<file path="src/mult_ft_pkg.sv">
//////////////////////////////
// shared widths, counts and types of the fault tolerant multiplier
// import inside a module body, scoped names in port headers
//////////////////////////////

package mult_ft_pkg;

	//////////////////////////////
	// datapath sizes
	//////////////////////////////

	// operand and result width
	localparam int unsigned DATA_W = 32;

	// four operand lanes from the pipelines, three of them feed the replicas
	localparam int unsigned N_LANE = 4;
	localparam int unsigned N_REPLICA = 3;

	// lane that a faulty replica is switched over to
	localparam int unsigned SPARE_LANE = 3;

	//////////////////////////////
	// fault monitor
	//////////////////////////////

	localparam int unsigned FAULT_CNT_W = 3;

	// leaky counter value that marks a replica permanently faulty
	localparam logic [FAULT_CNT_W-1:0] FAULT_THRESHOLD = 3'd4;

	// operand or result word
	typedef logic [DATA_W-1:0] data_t;

	// multiplier operations
	// mul and mac finish in the issue cycle, the high halves take two cycles
	typedef enum logic [1:0] {
		MUL   = 2'b00,
		MAC   = 2'b01,
		MULH  = 2'b10,
		MULHU = 2'b11
	} mult_op_e;

	// replica state, high holds a registered upper half until ex_ready
	typedef enum logic {
		IDLE = 1'b0,
		HIGH = 1'b1
	} mult_state_e;

endpackage

</file>
<file path="src/tmr_voter.sv">
//////////////////////////////
// bitwise majority of the three replica outputs
// flags every replica that is outvoted on result, multicycle or ready
//////////////////////////////

`timescale 1ns/1ns

module tmr_voter (
	input  mult_ft_pkg::data_t [mult_ft_pkg::N_REPLICA-1:0] result_i,
	input  logic [mult_ft_pkg::N_REPLICA-1:0]               multicycle_i,
	input  logic [mult_ft_pkg::N_REPLICA-1:0]               ready_i,
	input  logic [mult_ft_pkg::N_REPLICA-1:0]               done_i,
	output mult_ft_pkg::data_t                              result_o,
	output logic                                            multicycle_o,
	output logic                                            ready_o,
	output logic                                            done_o,
	output logic [mult_ft_pkg::N_REPLICA-1:0]               mismatch_o,
	output logic                                            err_detected_o,
	output logic                                            err_corrected_o
);
	import mult_ft_pkg::*;

	// voted fields packed into one word per replica
	logic [DATA_W+1:0] word [N_REPLICA];
	logic [DATA_W+1:0] voted;

	always_comb begin
		for (int k = 0; k < N_REPLICA; k++) begin
			word[k] = {result_i[k], multicycle_i[k], ready_i[k]};
		end
	end

	// two out of three on every bit
	assign voted = (word[0] & word[1]) | (word[1] & word[2]) | (word[0] & word[2]);

	assign result_o     = voted[DATA_W+1:2];
	assign multicycle_o = voted[1];
	assign ready_o      = voted[0];

	// done only steers the fault monitor, it is not compared
	assign done_o = (done_i[0] & done_i[1]) | (done_i[1] & done_i[2]) | (done_i[0] & done_i[2]);

	// replica k is off when any of its voted bits lost
	always_comb begin
		for (int k = 0; k < N_REPLICA; k++) begin
			mismatch_o[k] = (word[k] != voted);
		end
	end

	assign err_detected_o = |mismatch_o;
	// a single outvoted replica is masked by the other two
	assign err_corrected_o = $onehot(mismatch_o);

endmodule
</file>
<file path="config.mk">
export PLATFORM = sky130hd
export DESIGN_NAME = tmr_voter
export DESIGN_NICKNAME = d
export VERILOG_FILES = /design/src/mult_ft_pkg.sv /design/src/tmr_voter.sv
export SDC_FILE = /design/constraint.sdc
export NUM_CORES = 1
export LEC_CHECK = 0
export ABC_CLOCK_PERIOD_IN_PS = 1900
export BUFFER_PORTS_ARGS = -buffer_cell sky130_fd_sc_hd__buf_4
export CORE_ASPECT_RATIO = 1.5
export CORE_MARGIN = 2
export CORE_UTILIZATION = 41
export DETAILED_ROUTE_END_ITERATION = 6
export PLACE_DENSITY = 0.81
export SYNTH_ARGS = -nofsm -noshare
export SYNTH_HDL_FRONTEND = slang
export SYNTH_SLANG_ARGS = --single-unit
</file>
<file path="constraint.sdc">
create_clock -name vclk -period 1.9
set_input_delay 0.095 -clock vclk [all_inputs]
set_output_delay 0.095 -clock vclk [all_outputs]
set_load 0.01 [all_outputs]
</file>
==> impl_metrics.yaml <==
hold_path:
  min_from: "done_i[0]"
  hold-path-endpoint: "done_o"
  min-delay-path-class: "input pin to output port"
  holdPathStages: 3
yosys:
  ys_warn_count: 0
  synth_top_area_cell: "nor2_1"
  synth_area_per_cell_um2: 6.18
  syn_nets: 472
  synthTopCellsByArea: "nor2_1 (12%), nand3b_1 (9.6%), nor2b_1 (8.6%), a21oi_1 (7.3%), o21ai_0 (4.6%)"
  netlist_instances: 366
  netlist.area_leader.share: 0.116
  yosysUniqueCellTypes: 43
  synth_area_mm2: 0.00226
  synth_seq_area_share: 0
cells_and_area:
  num-clock-buffers: 0
  multi_input_area_mm2: 0.00233
  fin_nets: 709
  synthToLayoutAreaGrowth_pct: 88.2
  final_cells: 671
  fillCellCount: 400
  seq_cells: 0
  drive_above_1_share: 0.459
  seq_area_um2: 0
  final_common_cell: "buf_4"
  final_cell_mix: "buf_4 (232), nor2_1 (70), nor2b_1 (30), nand3b_1 (29), a21oi_1 (26)"
  diodes: 0
  fin_area_mm2: 0.00425
sta:
  finalMaxSlewViolations: 0
  fin_crit_ns: 2.24
  max_slew_margin: 0.698
  setup_viol: 1
  fin_crit_sh: 1.18
  fin_tns_setup_ns: -0.338
  setup_ws_ns: -0.338
  worstMarginPinSlew_ns: 0.449
  hold_viol: 0
  rsz0062_at_grt: "true"
  fmax_ghz: 0.447
  holdWs_ns: 0.518
critical_path:
  path_buf_inv: 2
  path_max_fanout: 3
  path_class: "input pin to output port"
  cp_cell_sequence: "buf_4, a21oi_4, o22ai_1, or4_4, nor4_4, and4_4, fa_1, nor2b_2, buf_4"
  worst_path_most_repeated_cell: "buf_4"
  crit_arrival_ns: 2.14
  max_stage_delay_ns: 0.55
  crit_family: "simple AND/OR/NAND/NOR gates"
  cp-end-kind: "output port"
  start_kind: "input pin"
  worstPathRequired_ns: 1.80
  slowest_stage: "or4_4"
pwr:
  leakagePower_nw: 2.00
  power_frac_seq: 0
  power_density_mw_per_mm2: 234
  clkPwrFrac: 0
  peakVddDrop_v: 0.000142
  switching_share: 0.456
  power_w: 0.000996
  pwr-share-comb: 1.000
  p_switching_w: 0.000454
  intPower_w: 0.000541
grt:
  grt-ovfl-total: 0
  globalRouteTotalUtil: 0.302
  grt_pass1_wl_mm: 15.0
  grt_pass1_vias: 3544
  grt_max_degree: 8
  antenna_found_initial: 0
die:
  ios: 145
  start_util: 0.418
  die_w_um: 64.6
  dieArea_mm2: 0.00614
  fp.dieH_um: 95.0
  core_mm2: 0.00541
  rows: 33
placed_design:
  dpl.hpwl_mm: 8.38
  gp_congestion: 0.881
  dpl.cell_count: 669
  numPortBuffers: 145
  place_area_mm2: 0.00412
route:
  via_count: 3705
  ant_nets: 0
  via_per_inst: 5.52
  wire_per_inst_um: 14.7
  routed_wl_mm: 9.89
  dr.pass1.iters: 5
  drtIter0Drc: 154
  drcViolationCount: 0
status:
  status: "finished, violations left"
  violations: "setup timing"
clocking:
  cts_hold_buf: 0
job:
  maxCapViolations: 0
how the worst max path moves through the flow:
stage / startpoint / endpoint / slack [ns] / depth (start not counted)
6_report: result_i[91] / err_corrected_o / -0.34 / 9
5_1_grt: result_i[64] / err_corrected_o / -0.40 / 9
4_1_cts: result_i[82] / err_corrected_o / -0.34 / 9
3_5_place_dp: result_i[61] / err_corrected_o / -0.43 / 9
3_3_place_gp: result_i[61] / err_corrected_o / -0.46 / 9
2_1_floorplan: result_i[67] / err_corrected_o / 0.003 / 7
cell families after synthesis:
family,Yosys count,share of synthesized area
compound gates,103,0.289
fa+ha+maj,2,0.0133
buf+inv,14,0.0232
simple gates,237,0.630
mux,10,0.0443
metal layers:
layer / vias to the layer above / part of all wire / track usage
li1: 1855 / - / -
met1: 1689 / 0.36 / 0.305
met2: 134 / 0.56 / 0.647
met3: 27 / 0.049 / 0.0191
met4: 0 / 0.027 / 0.0691
met5: - / 0 / 0
what timing repair did:
action,in CTS,in global routing
endpoints found under the hold margin,0,0
setup buffers,0,2
pin swaps,5,10
gates cloned,0,0
setup endpoints to repair,3,4
gates resized for setup,9,14
power groups by stage:
stage / Sequential [W] / Combinational (W) / Clock [W]
global placement: 0 / 0.000915 / 0
CTS: 0 / 0.000959 / 0
finish: 0 / 0.000996 / 0
detailed placement: 0 / 0.000942 / 0
global route: 0 / 0.00108 / 0
floorplan: 0 / 0.000346 / 0
synthesized netlist by cell type, types with 6 or more instances:
library cell / n
nand3b_1: 29
or3b_2: 11
nand2b_1: 14
nand2_1: 19
inv_1: 14
a221oi_1: 6
o22ai_1: 13
a21oi_1: 33
or3b_1: 6
mux2i_1: 10
nor2b_1: 31
o21ai_0: 21
nor4_1: 6
nor2_1: 70
nor3b_1: 13
nand4_1: 16
o21a_1: 8
per-stage QoR:
| stage | util | setup WS, ns |
|---|---|---|
| global route | 0.786 | -0.399 |
| floorplan | - | 0.00306 |
| global placement | 0.762 | -0.456 |
| detailed placement | 0.762 | -0.433 |
| finish | 0.786 | -0.338 |
| CTS | 0.769 | -0.337 |
final cells by class:
cell class,count,area share
repair buffers,235,0.419
well taps,70,0.0206
multi-input cells,352,0.548
inverters,14,0.0124
Power figures use the tool's default switching activity.
