## config.mk

```make
export PLATFORM = sky130hd
export DESIGN_NAME = fault_monitor
export DESIGN_NICKNAME = d
export VERILOG_FILES = /design/src/mult_ft_pkg.sv /design/src/fault_monitor.sv
export SDC_FILE = /design/constraint.sdc
export NUM_CORES = 1
export LEC_CHECK = 0
export BUFFER_PORTS_ARGS = -buffer_cell sky130_fd_sc_hd__buf_2
export CAP_MARGIN = 10
export CORE_UTILIZATION = 50
export CTS_BUF_LIST = sky130_fd_sc_hd__clkbuf_16
export CTS_CLUSTER_SIZE = 16
export DETAILED_ROUTE_END_ITERATION = 16
export HOLD_SLACK_MARGIN = 0.03
export PLACE_DENSITY = 0.71
export SLEW_MARGIN = 5
export SYNTH_ARGS = -nofsm -noshare
export SYNTH_HDL_FRONTEND = slang
export SYNTH_SLANG_ARGS = --single-unit
```

## constraint.sdc

```tcl
create_clock -name clk -period 2.45 [get_ports clk]
set_input_delay 0 -clock clk [delete_from_list [all_inputs] [get_ports clk]]
set_output_delay 0 -clock clk [all_outputs]
set_load 0.01 [all_outputs]
```

## src/mult_ft_pkg.sv

```systemverilog
//////////////////////////////
// shared widths, counts and types of the fault tolerant multiplier
// import inside a module body, scoped names in port headers
//////////////////////////////

package mult_ft_pkg;

	//////////////////////////////
	// datapath sizes
	//////////////////////////////

	// operand and result width
	localparam int unsigned DATA_W = 32;

	// four operand lanes from the pipelines, three of them feed the replicas
	localparam int unsigned N_LANE = 4;
	localparam int unsigned N_REPLICA = 3;

	// lane that a faulty replica is switched over to
	localparam int unsigned SPARE_LANE = 3;

	//////////////////////////////
	// fault monitor
	//////////////////////////////

	localparam int unsigned FAULT_CNT_W = 3;

	// leaky counter value that marks a replica permanently faulty
	localparam logic [FAULT_CNT_W-1:0] FAULT_THRESHOLD = 3'd4;

	// operand or result word
	typedef logic [DATA_W-1:0] data_t;

	// multiplier operations
	// mul and mac finish in the issue cycle, the high halves take two cycles
	typedef enum logic [1:0] {
		MUL   = 2'b00,
		MAC   = 2'b01,
		MULH  = 2'b10,
		MULHU = 2'b11
	} mult_op_e;

	// replica state, high holds a registered upper half until ex_ready
	typedef enum logic {
		IDLE = 1'b0,
		HIGH = 1'b1
	} mult_state_e;

endpackage

```

## src/fault_monitor.sv

```systemverilog
//////////////////////////////
// leaky error counters per replica, sticky permanent fault flags
// hands the spare lane to the first replica that turns faulty
//////////////////////////////

`timescale 1ns/1ns

module fault_monitor (
	input  logic                              clk,
	input  logic                              rst_n,
	input  logic [mult_ft_pkg::N_REPLICA-1:0] mismatch_i,
	input  logic                              done_i,
	input  logic                              ex_ready_i,
	output logic [mult_ft_pkg::N_REPLICA-1:0] spare_sel_o,
	output logic [mult_ft_pkg::N_REPLICA-1:0] perm_faulty_o
);
	import mult_ft_pkg::*;

	logic                   accept;
	logic [FAULT_CNT_W-1:0] cnt_q [N_REPLICA];
	logic [FAULT_CNT_W-1:0] cnt_d [N_REPLICA];
	logic [N_REPLICA-1:0]   spare_d;
	logic [N_REPLICA-1:0]   perm_d;
	logic                   spare_taken;

	// only a completed operation taken by the stage is judged
	assign accept = done_i & ex_ready_i;

	//////////////////////////////
	// counter and flag update
	//////////////////////////////

	always_comb begin
		spare_taken = |spare_sel_o;
		spare_d     = spare_sel_o;
		perm_d      = perm_faulty_o;
		for (int k = 0; k < N_REPLICA; k++) begin
			cnt_d[k] = cnt_q[k];
			if (accept) begin
				// up on a mismatch, saturating
				if (mismatch_i[k]) begin
					if (cnt_q[k] != '1) begin
						cnt_d[k] = cnt_q[k] + 1'b1;
					end
				end else if (cnt_q[k] != '0) begin
					// leak one step per clean operation
					cnt_d[k] = cnt_q[k] - 1'b1;
				end
			end
			if (!perm_faulty_o[k] && (cnt_d[k] >= FAULT_THRESHOLD)) begin
				perm_d[k] = 1'b1;
				// single spare, lower index wins a tie
				if (!spare_taken) begin
					spare_d[k]  = 1'b1;
					spare_taken = 1'b1;
				end
			end
		end
	end

	always_ff @(posedge clk or negedge rst_n) begin
		if (!rst_n) begin
			for (int k = 0; k < N_REPLICA; k++) begin
				cnt_q[k] <= '0;
			end
			spare_sel_o   <= '0;
			perm_faulty_o <= '0;
		end else begin
			for (int k = 0; k < N_REPLICA; k++) begin
				cnt_q[k] <= cnt_d[k];
			end
			spare_sel_o   <= spare_d;
			perm_faulty_o <= perm_d;
		end
	end

endmodule

```

==> run_results.csv <==
group,metric,value,unit
run_status,outcome,"finished clean",
route,wl_per_cell,13.9,um
worst_setup_path,cpPeakStageDelay,0.44,ns
global_route,track_usage,21.5,%
worst_setup_path,required,2.59,ns
floorplan,die_h,45.2,um
worst_hold_path,hold_path_class,"in2reg",
floorplan,rows,15,
logic_synthesis,postSynthCellCount,95,
route,wirelength,1910,um
route,ant_nets,0,
cells_and_area,fin_nets,130,
cells_and_area,antenna_cells,0,
logic_synthesis,synth_compound_area_share,20.6,%
power_and_ir_drop,power_density,965,mW/mm2
logic_synthesis,netlist_area,931,um2
clock_tree,cts_tree,"yes",
placement,dp_hpwl,1360,um
cells_and_area,fillers,138,
global_route,grt_pass1_wl,3010,um
global_route,grt_pass1_vias,748,
placement,place_congestion,0.783,
worst_setup_path,worstSetupEndpointType,"flop",
logic_synthesis,synth_simple_gate_area_share,19.4,%
timing,post-route-min-period,1.85,ns
worst_hold_path,min_from,"ex_ready_i",
global_route,grt_max_degree,16,
worst_setup_path,critPathKind,"reg2reg",
logic_synthesis,ys_ff_latch,15,
route,vias,783,
clock_tree,post_cts_buffers,0,
floorplan,io_pins,13,
timing,max_freq,540,MHz
timing,tightest_slew,0.431,ns
floorplan,floorplan.initialDensity,53.9,%
timing,max_slew_margin,71.3,%
timing,hold_viol_final,0,
global_route,top_usage_layer,"met2",
clock_tree,clock_latency,0.24,ns
logic_synthesis,ys_warn_count,0,
route,viasPerCell,5.67,
power_and_ir_drop,power_leakage,0.489,nW
global_route,grt_use_met2,32.8,%
logic_synthesis,ys_seq_area_share,40.3,%
clock_tree,cts_made_buffers,3,
timing,setup_viol,0,
logic_synthesis,synth_top_family_by_area,"compound AO/OA/AOI/OAI gates",
global_route,grtUsageMet1,24.9,%
cells_and_area,stdcell_count,138,
placement,placement.io_buffers,12,
floorplan,core,0.00173,mm2
clock_tree,root_buffer,"clkbuf_16",
placement,placed_cells,130,
logic_synthesis,synth_xor_area_share,2.82,%
route,firstDrtPassIters,4,
worst_setup_path,slowest_stage,"or4_4",
worst_setup_path,cp-start-kind,"flop",
job,cap_violations,0,
global_route,met3_usage,6.00,%
timing,rsz0062_at_grt,"no",
route,drt_iter0_markers,20,
clock_tree,htreeDepth,1,
power_and_ir_drop,ir_drop,0.000861,V
timing,fin_setup_tns,0,ns
logic_synthesis,synth_mux_area_share,0,%
clock_tree,clkTransAtPathRegs,0.05,ns
cells_and_area,drive_above_1_share,19.5,%
worst_setup_path,arrival,1.99,ns
timing,clock_skew,0.00336,ns
worst_setup_path,crit_fanout,4,
route,drc,0,
timing,timing.final.crit_share,75.6,%
clock_tree,cts_sinks,15,
logic_synthesis,yosysUniqueCellTypes,29,
clock_tree,cts.path.max_buffers,2,
logic_synthesis,synth_nets,111,
worst_setup_path,path_cells,"inv_1 > ha_1 > nand3_1 > or4_4 > and3_4 > o41ai_2",
floorplan,dieArea,0.00204,mm2
global_route,grt.overflow.total,0,
global_route,antenna_found_initial,0,
floorplan,die_x,45.2,um
logic_synthesis,syn_avg_cell_area,9.80,um2
cells_and_area,area_growth_syn_to_layout,21.8,%
timing,slew_viol_final,0,
logic_synthesis,synth-adder-area-share,12.1,%
-- where the power goes --
| part | internal, W | switching, W |
|---|---|---|
| sequential | 0.000309 | 0.0000673 |
| clock | 0.000216 | 0.0000933 |
| combinational | 0.000189 | 0.000220 |
-- stage by stage --
stage / setup slack, ns / power (W) / hold slack, ns / instance area (um2) / util [%]
2_1_floorplan: 0.770 / 0.000673 / -0.296 / 931 / -
3_3_place_gp: 0.685 / 0.000747 / -0.0794 / 1010 / 58.8
3_5_place_dp: 0.628 / 0.000773 / -0.0835 / 1010 / 58.8
4_1_cts: 0.614 / 0.00109 / 0.183 / 1130 / 65.7
5_1_grt: 0.516 / 0.00117 / 0.220 / 1130 / 65.7
6_report: 0.598 / 0.00109 / 0.179 / 1130 / 65.7
-- cell usage after synthesis --
library cell	number	share of area [%]
dfrtp_1	15	40
inv_1	10	4.0
ha_1	9	12
nand3_1	7	3.8
a21oi_1	6	3.2
a31oi_1	5	3.4
nand2b_1	4	2.7
a32o_1	3	3.2
nand2_1	3	1.2
nor3b_1	3	2.4
o211ai_1	3	2.4
o22ai_1	3	2.0
xnor2_1	3	2.8
a21o_1	2	1.6
and3_2	2	1.6
clkbuf_1	2	0.81
nor2_1	2	0.81
o21ai_0	2	1.1
a221oi_1	1	0.94
and2_2	1	0.81
and3_4	1	1.2
nor4_1	1	0.67
o41ai_1	1	0.94
o41ai_2	1	1.7
or2_2	1	0.67
or2b_1	1	0.81
or3_1	1	0.67
or4_1	1	0.81
or4_4	1	1.2
-- cells in the final DEF, fill, tap and decap left out --
master and count:
dfrtp_1 15, buf_2 12, nor2_1 2, a32o_1 3
and2_2 1, nor3b_1 3, or3_1 1, dlygate4sd3_1 4
a221oi_1 1, xnor2_1 3, o22ai_1 3, and3_2 2
o211ai_1 3, a21o_1 2, a21oi_1 6, nand3_1 7
or4_4 1, nor4_1 1, o41ai_1 1, nand2b_1 4
or2_2 1, clkbuf_16 3, or2b_1 1, ha_1 9
or4_1 1, inv_1 11, nand2_1 3, o21ai_0 2
a31oi_1 5, o41ai_2 1, and3_4 1
-- worst max-delay path, delay by kind of cell (launching register included) --
kind | cells | cell delay [ns]
simple gates | 3 | 0.75
flops | 1 | 0.41
buf+inv | 1 | 0.13
compound gates | 1 | 0.30
fa+ha+maj | 1 | 0.16
-- path summary, 6_finish.rpt --
kind / depth (start not counted) / slack (ns) / to
setup / recovery: 6 / 0.60 / spare_sel_o[1]
max in group asynchronous: 2 / 2.01 / cnt_q[8]
min in group asynchronous: 2 / 0.19 / asynchronous set/reset pin
setup reg to reg: 6 / 0.60 / spare_sel_o[1]
hold / removal: 4 / 0.18 / cnt_q[2]
hold reg to reg: 1 / 0.49 / perm_faulty_o[2]
-- what timing repair did --
action | CTS | global route
hold buffers | 4 | 0
gates resized for setup | 0 | 0
hold endpoints to repair | 18 | 0
-- routing by layer --
layer	wire, um	vias to the layer above
met1	862	361
met5	0	-
met3	116	8
met4	74	0
met2	859	30
li1	-	384
-- area by class of cell --
type | instances | area (um2) | share of cell area [%]
Clock buffer | 3 | 75.1 | 6.62
Clock inverter | 1 | 3.75 | 0.331
Timing Repair Buffer | 16 | 100 | 8.83
Inverter | 10 | 37.5 | 3.31
Multi-Input combinational cell | 68 | 510 | 45.0
Sequential cell | 15 | 375 | 33.1
Tap cell | 25 | 31.3 | 2.76
-- logic make-up (layout without fill, tap and decap cells) --
logic type / count (synthesis) / after routing
AOI/OAI and AO/OA: 27 / 27
xor gates and xnor gates: 3 / 3
adders and majority gates: 9 / 9
buffers and inverters: 12 / 30
DFF: 15 / 15
and+or+nand+nor: 29 / 29
(Power assumes the default switching activity.)
