$ cat config.mk
export PLATFORM = sky130hd
export DESIGN_NAME = mult_core
export DESIGN_NICKNAME = d
export VERILOG_FILES = /design/src/mult_ft_pkg.sv /design/src/mult_core.sv
export SDC_FILE = /design/constraint.sdc
export NUM_CORES = 2
export LEC_CHECK = 0
export CORE_MARGIN = 2
export CORE_UTILIZATION = 45
export DETAILED_ROUTE_END_ITERATION = 12
export DONT_BUFFER_PORTS = 1
export PLACE_DENSITY = 0.66
export SLEW_MARGIN = 20
export SYNTH_ARGS = -nofsm -noshare
export SYNTH_HDL_FRONTEND = slang
export SYNTH_SLANG_ARGS = --single-unit
$ cat constraint.sdc
create_clock -name clk -period 24 [get_ports clk]
set_input_delay 3.6 -clock clk [delete_from_list [all_inputs] [get_ports clk]]
set_output_delay 3.6 -clock clk [all_outputs]
set_load 0.05 [all_outputs]
$ cat src/mult_ft_pkg.sv
//////////////////////////////
// shared widths, counts and types of the fault tolerant multiplier
// import inside a module body, scoped names in port headers
//////////////////////////////

package mult_ft_pkg;

	//////////////////////////////
	// datapath sizes
	//////////////////////////////

	// operand and result width
	localparam int unsigned DATA_W = 32;

	// four operand lanes from the pipelines, three of them feed the replicas
	localparam int unsigned N_LANE = 4;
	localparam int unsigned N_REPLICA = 3;

	// lane that a faulty replica is switched over to
	localparam int unsigned SPARE_LANE = 3;

	//////////////////////////////
	// fault monitor
	//////////////////////////////

	localparam int unsigned FAULT_CNT_W = 3;

	// leaky counter value that marks a replica permanently faulty
	localparam logic [FAULT_CNT_W-1:0] FAULT_THRESHOLD = 3'd4;

	// operand or result word
	typedef logic [DATA_W-1:0] data_t;

	// multiplier operations
	// mul and mac finish in the issue cycle, the high halves take two cycles
	typedef enum logic [1:0] {
		MUL   = 2'b00,
		MAC   = 2'b01,
		MULH  = 2'b10,
		MULHU = 2'b11
	} mult_op_e;

	// replica state, high holds a registered upper half until ex_ready
	typedef enum logic {
		IDLE = 1'b0,
		HIGH = 1'b1
	} mult_state_e;

endpackage

$ cat src/mult_core.sv
//////////////////////////////
// one multiplier replica with lane or spare input steering
// mul/mac are combinational, mulh/mulhu answer one cycle after issue
//////////////////////////////

`timescale 1ns/1ns

module mult_core (
	input  logic                  clk,
	input  logic                  rst_n,
	// own lane
	input  logic                  enable_i,
	input  mult_ft_pkg::mult_op_e operator_i,
	input  mult_ft_pkg::data_t    op_a_i,
	input  mult_ft_pkg::data_t    op_b_i,
	input  mult_ft_pkg::data_t    op_c_i,
	// spare lane
	input  logic                  spare_enable_i,
	input  mult_ft_pkg::mult_op_e spare_operator_i,
	input  mult_ft_pkg::data_t    spare_op_a_i,
	input  mult_ft_pkg::data_t    spare_op_b_i,
	input  mult_ft_pkg::data_t    spare_op_c_i,
	input  logic                  spare_sel_i,
	input  logic                  ex_ready_i,
	output mult_ft_pkg::data_t    result_o,
	output logic                  multicycle_o,
	output logic                  ready_o,
	output logic                  done_o
);
	import mult_ft_pkg::*;

	// operands after the lane mux
	logic                  enable;
	mult_op_e              operator;
	data_t                 op_a;
	data_t                 op_b;
	data_t                 op_c;

	logic signed [2*DATA_W-1:0] prod_s;
	logic [2*DATA_W-1:0]   prod_u;
	data_t                 result_lo;
	data_t                 high_d;
	data_t                 high_q;
	logic                  is_high_op;

	mult_state_e           state_q;
	mult_state_e           state_d;

	//////////////////////////////
	// input steering
	//////////////////////////////

	// spare_sel switches the whole operation over to the spare lane
	assign enable   = spare_sel_i ? spare_enable_i   : enable_i;
	assign operator = spare_sel_i ? spare_operator_i : operator_i;
	assign op_a     = spare_sel_i ? spare_op_a_i     : op_a_i;
	assign op_b     = spare_sel_i ? spare_op_b_i     : op_b_i;
	assign op_c     = spare_sel_i ? spare_op_c_i     : op_c_i;

	//////////////////////////////
	// products
	//////////////////////////////

	// full 64 bit products, explicit sign or zero extension
	assign prod_s = $signed({{DATA_W{op_a[DATA_W-1]}}, op_a}) *
	                $signed({{DATA_W{op_b[DATA_W-1]}}, op_b});
	assign prod_u = {{DATA_W{1'b0}}, op_a} * {{DATA_W{1'b0}}, op_b};

	// low half is the same for signed and unsigned
	assign result_lo = (operator == MAC) ? prod_u[DATA_W-1:0] + op_c : prod_u[DATA_W-1:0];

	assign is_high_op = (operator == MULH) || (operator == MULHU);
	assign high_d     = (operator == MULH) ? prod_s[2*DATA_W-1:DATA_W] : prod_u[2*DATA_W-1:DATA_W];

	//////////////////////////////
	// high half fsm
	//////////////////////////////

	always_comb begin
		state_d      = state_q;
		multicycle_o = 1'b0;
		ready_o      = 1'b1;
		result_o     = result_lo;
		case (state_q)
			IDLE: begin
				// issue cycle of a high half, not ready yet
				if (enable && is_high_op) begin
					multicycle_o = 1'b1;
					ready_o      = 1'b0;
					state_d      = HIGH;
				end
			end
			HIGH: begin
				// hold the registered half while the stage is stalled
				result_o = high_q;
				if (ex_ready_i) begin
					state_d = IDLE;
				end
			end
			default: begin
				state_d = IDLE;
			end
		endcase
	end

	// enabled operation completing in this cycle
	assign done_o = enable & ready_o;

	always_ff @(posedge clk or negedge rst_n) begin
		if (!rst_n) begin
			state_q <= IDLE;
		end else begin
			state_q <= state_d;
		end
	end

	// capture the upper half at issue, operands are stable here
	always_ff @(posedge clk) begin
		if ((state_q == IDLE) && enable && is_high_op) begin
			high_q <= high_d;
		end
	end

endmodule

==> insert_results.sql <==
INSERT INTO impl_metrics (metric_group, metric, value, unit) VALUES
('run_status', 'status', 'finished clean', ''),
('critical_path', 'cp_common_cell', 'fa_1', ''),
('global_routing', 'vias_in_the_first_global_route', '45600', ''),
('critical_path', 'critical_path.n_buffers_inverters', '6', ''),
('critical_path', 'setup.worst_path.start_class', 'primary input', ''),
('synthesis', 'synth.top_cells.by_area', 'fa_1 (54%), inv_1 (12%), ha_1 (9.5%), nand2_1 (5.2%), nor2_1 (3.4%)', ''),
('critical_path', 'worst-endpoint-required', '20400', 'ps'),
('synthesis', 'postSynthCellCount', '6134', ''),
('global_routing', 'grt.overflow.total', '0', ''),
('final_layout', 'layout-drive-gt1-share', '0.0424', ''),
('drt', 'remaining_drc_errors', '0', ''),
('critical_path', 'crit_path_end_kind', 'output port', ''),
('synthesis', 'yosysSeqAreaShare', '0.0179', ''),
('sta', 'final_max_slew_viol_count', '0', ''),
('sta', 'setup_total_negative_slack', '0', 'ps'),
('critical_path', 'timing.critical_path.max_delay_family', 'adder cells', ''),
('sta', 'layout_worst_path_cycle_share', '0.734', ''),
('global_routing', 'grt_first_pass_wirelength', '279000', 'um'),
('drt', 'antenna_left', '0', ''),
('place', 'placed_area', '0.0571', 'mm^2'),
('critical_path', 'worst-path-max-fanout', '164', ''),
('synthesis', 'ys_async_sr_fraction', '0.0303', ''),
('floorplanning', 'die_height', '354', 'um'),
('drt', 'drt_first_pass_iters', '5', ''),
('sta', 'final_clock_skew', '4.00', 'ps'),
('floorplanning', 'ioPinCount', '237', ''),
('final_layout', 'finish.instance_area', '0.0573', 'mm^2'),
('sta', 'slew-limit-headroom', '0.119', ''),
('sta', 'final-setup-viol-count', '0', ''),
('sta', 'grt_setup_unrepaired', 'no', ''),
('global_routing', 'grtUsageTotal', '0.299', ''),
('synthesis', 'synth.yosys.warnings', '0', ''),
('job', 'drv_cap', '0', ''),
('place', 'portBuffers', '0', ''),
('hold_path', 'worstHoldPathType', 'reg -> reg', ''),
('drt', 'vias', '41600', ''),
('floorplanning', 'core.rowCount', '128', ''),
('clocking', 'cts-root-buf', 'clkbuf_16', ''),
('sta', 'worstMarginPinSlew', '1300', 'ps'),
('critical_path', 'critical-path-max-stage-delay', '1210', 'ps'),
('place', 'dpl.hpwl', '155000', 'um'),
('global_routing', 'initial_antenna_violation_count', '11', ''),
('final_layout', 'layout-area-overhead-vs-synth', '4.08', '%'),
('synthesis', 'flip_flop_and_latch_count_after_synthesis', '33', ''),
('final_layout', 'design.final.nets', '8099', ''),
('synthesis', 'synth-edff-count', '32', ''),
('clocking', 'clkLatencyLatePin', '280', 'ps'),
('synthesis', 'syn-cell-area', '0.0551', 'mm^2'),
('synthesis', 'synth_top_area_share', '0.535', ''),
('drt', 'postRouteWirelength', '183000', 'um'),
('place', 'dpl_worst_slack', '6980', 'ps'),
('clocking', 'numCtsBuffers', '5', ''),
('critical_path', 'critPathKind', 'in -> out', ''),
('global_routing', 'grt_start_max_net_pins', '165', ''),
('clocking', 'path_clk_slew', '60', 'ps'),
('sta', 'maxClockFrequency', '56.8', 'MHz'),
('synthesis', 'synth.largest_area_cell', 'fa_1', ''),
('place', 'gp_routability_congestion', '0.994', ''),
('drt', 'dr.first_iter.drc_count', '3345', ''),
('clocking', 'numClockSinks', '33', ''),
('sta', 'final.min_clock_period', '17620', 'ps'),
('clocking', 'postCtsSetupRepairBufs', '0', ''),
('drt', 'avgViaCountPerCell', '5.45', ''),
('critical_path', 'arrival', '14020', 'ps'),
('synthesis', 'synth_flop_cell', 'edfxtp_1', ''),
('synthesis', 'syn_nets', '8224', ''),
('drt', 'wl_per_cell', '24.0', 'um'),
('synthesis', 'synth.avg_cell_area', '8.98', 'um^2'),
('floorplanning', 'dieArea', '0.125', 'mm^2'),
('clocking', 'ctsHtreeMaxLevel', '2', ''),
('sta', 'setup_ws', '6380', 'ps'),
('clocking', 'max-clock-path-buffers', '2', ''),
('sta', 'final_hold_viol_count', '0', ''),
('floorplanning', 'floorplan.initialDensity', '0.453', ''),
('floorplanning', 'core_area', '0.122', 'mm^2'),
('clocking', 'ctsResizeCount', '0', ''),
('critical_path', 'slowest_stage', 'mux2i_2', ''),
('synthesis', 'post_synth_num_cell_types', '69', ''),
('clocking', 'tritoncts_clock_tree', 'built', ''),
('floorplanning', 'die_w', '354', 'um'),
('clocking', 'hold_fix_buffers_cts', '0', '');
## routing by layer
metal	vias to the layer above	track usage	routed length [um]
met4	6	0.179	14000
met3	536	0.0582	17000
met2	1916	0.490	86200
met1	21500	0.369	66100
met5	-	0	40
li1	17700	-	-
## worst paths after layout
path | from | end | slack, ps | depth (start not counted)
min in group asynchronous | rst_n | state_q | 3010 | 0
max reg2reg | state_q | high_q[7] | 21200 | 4
min | state_q | state_q | 1590 | 2
max | spare_sel_i | result_o[30] | 6380 | 32
min reg2reg | state_q | state_q | 1590 | 2
max in group asynchronous | rst_n | state_q | 20920 | 0
## through the flow
stage,std cells,hold WS [ps],utilization
after global placement,7627,1930,0.470
after global routing,7635,1720,0.471
after floorplan,6134,1030,-
after CTS,7635,1920,0.471
after detailed placement,7627,1910,0.470
final,7638,1590,0.471
## state kept, by name, summed over array words and instances (netlist names)
signal and flops:
state_q 1, high_q 32
## worst min-delay path, stage by stage, from the launching register on
cell and delay (ps):
dfrtp_1 690, inv_2 640, o21ai_0 180
## cell usage in the layout (no fill, tap or decap), types with 83 or more instances in the layout
cell,n
inv_1,1744
fa_1,1472
mux2_2,100
nand2_1,766
a21oi_1,172
nor2_1,497
buf_4,91
o21ai_0,98
xnor2_1,83
ha_1,416
## Yosys cell counts, types with 7 or more instances
cell type  count
a21o_1        76
nand2b_1      21
o21bai_1      17
inv_1       1745
mux2i_1       78
clkbuf_1     202
nor2b_1       18
nor2_1       497
xor2_1        49
nand2_1      766
fa_1        1472
a31oi_1       15
nand3_1       35
nor3_1        16
ha_1         416
and2_1        10
xnor2_1       83
and3_1        16
edfxtp_1      32
a21oi_1      172
buf_1         20
mux2_2       100
or3_1          8
o21a_1        18
nand4_1       33
o211ai_1      13
o21ai_0      102
o31ai_1        8
nor3b_1        7
a211oi_1      14
## cell families after synthesis
kind of cell,count (synthesis),synth area share
adder cells (fa/ha/maj),1888,0.630
flip-flops,33,0.0179
XOR/XNOR,132,0.0210
AND/OR/NAND/NOR,1442,0.106
buffers and inverters,1968,0.134
AO/OA/AOI/OAI,493,0.0566
multiplexers,178,0.0346
## final cells by class
type / count / area (um^2)
diodes: 3 / 7.51
clock buffers: 5 / 125
clock inverters: 3 / 22.5
fillers: 11600 / 64300
inverters: 1745 / 6550
multi-input cells: 4133 / 46900
flip-flops and latches: 33 / 986
well taps: 1625 / 2030
repair buffers: 91 / 683
Power is not shown: default switching activity piles up to over one toggle a cycle in this logic, so the estimate is an artifact.
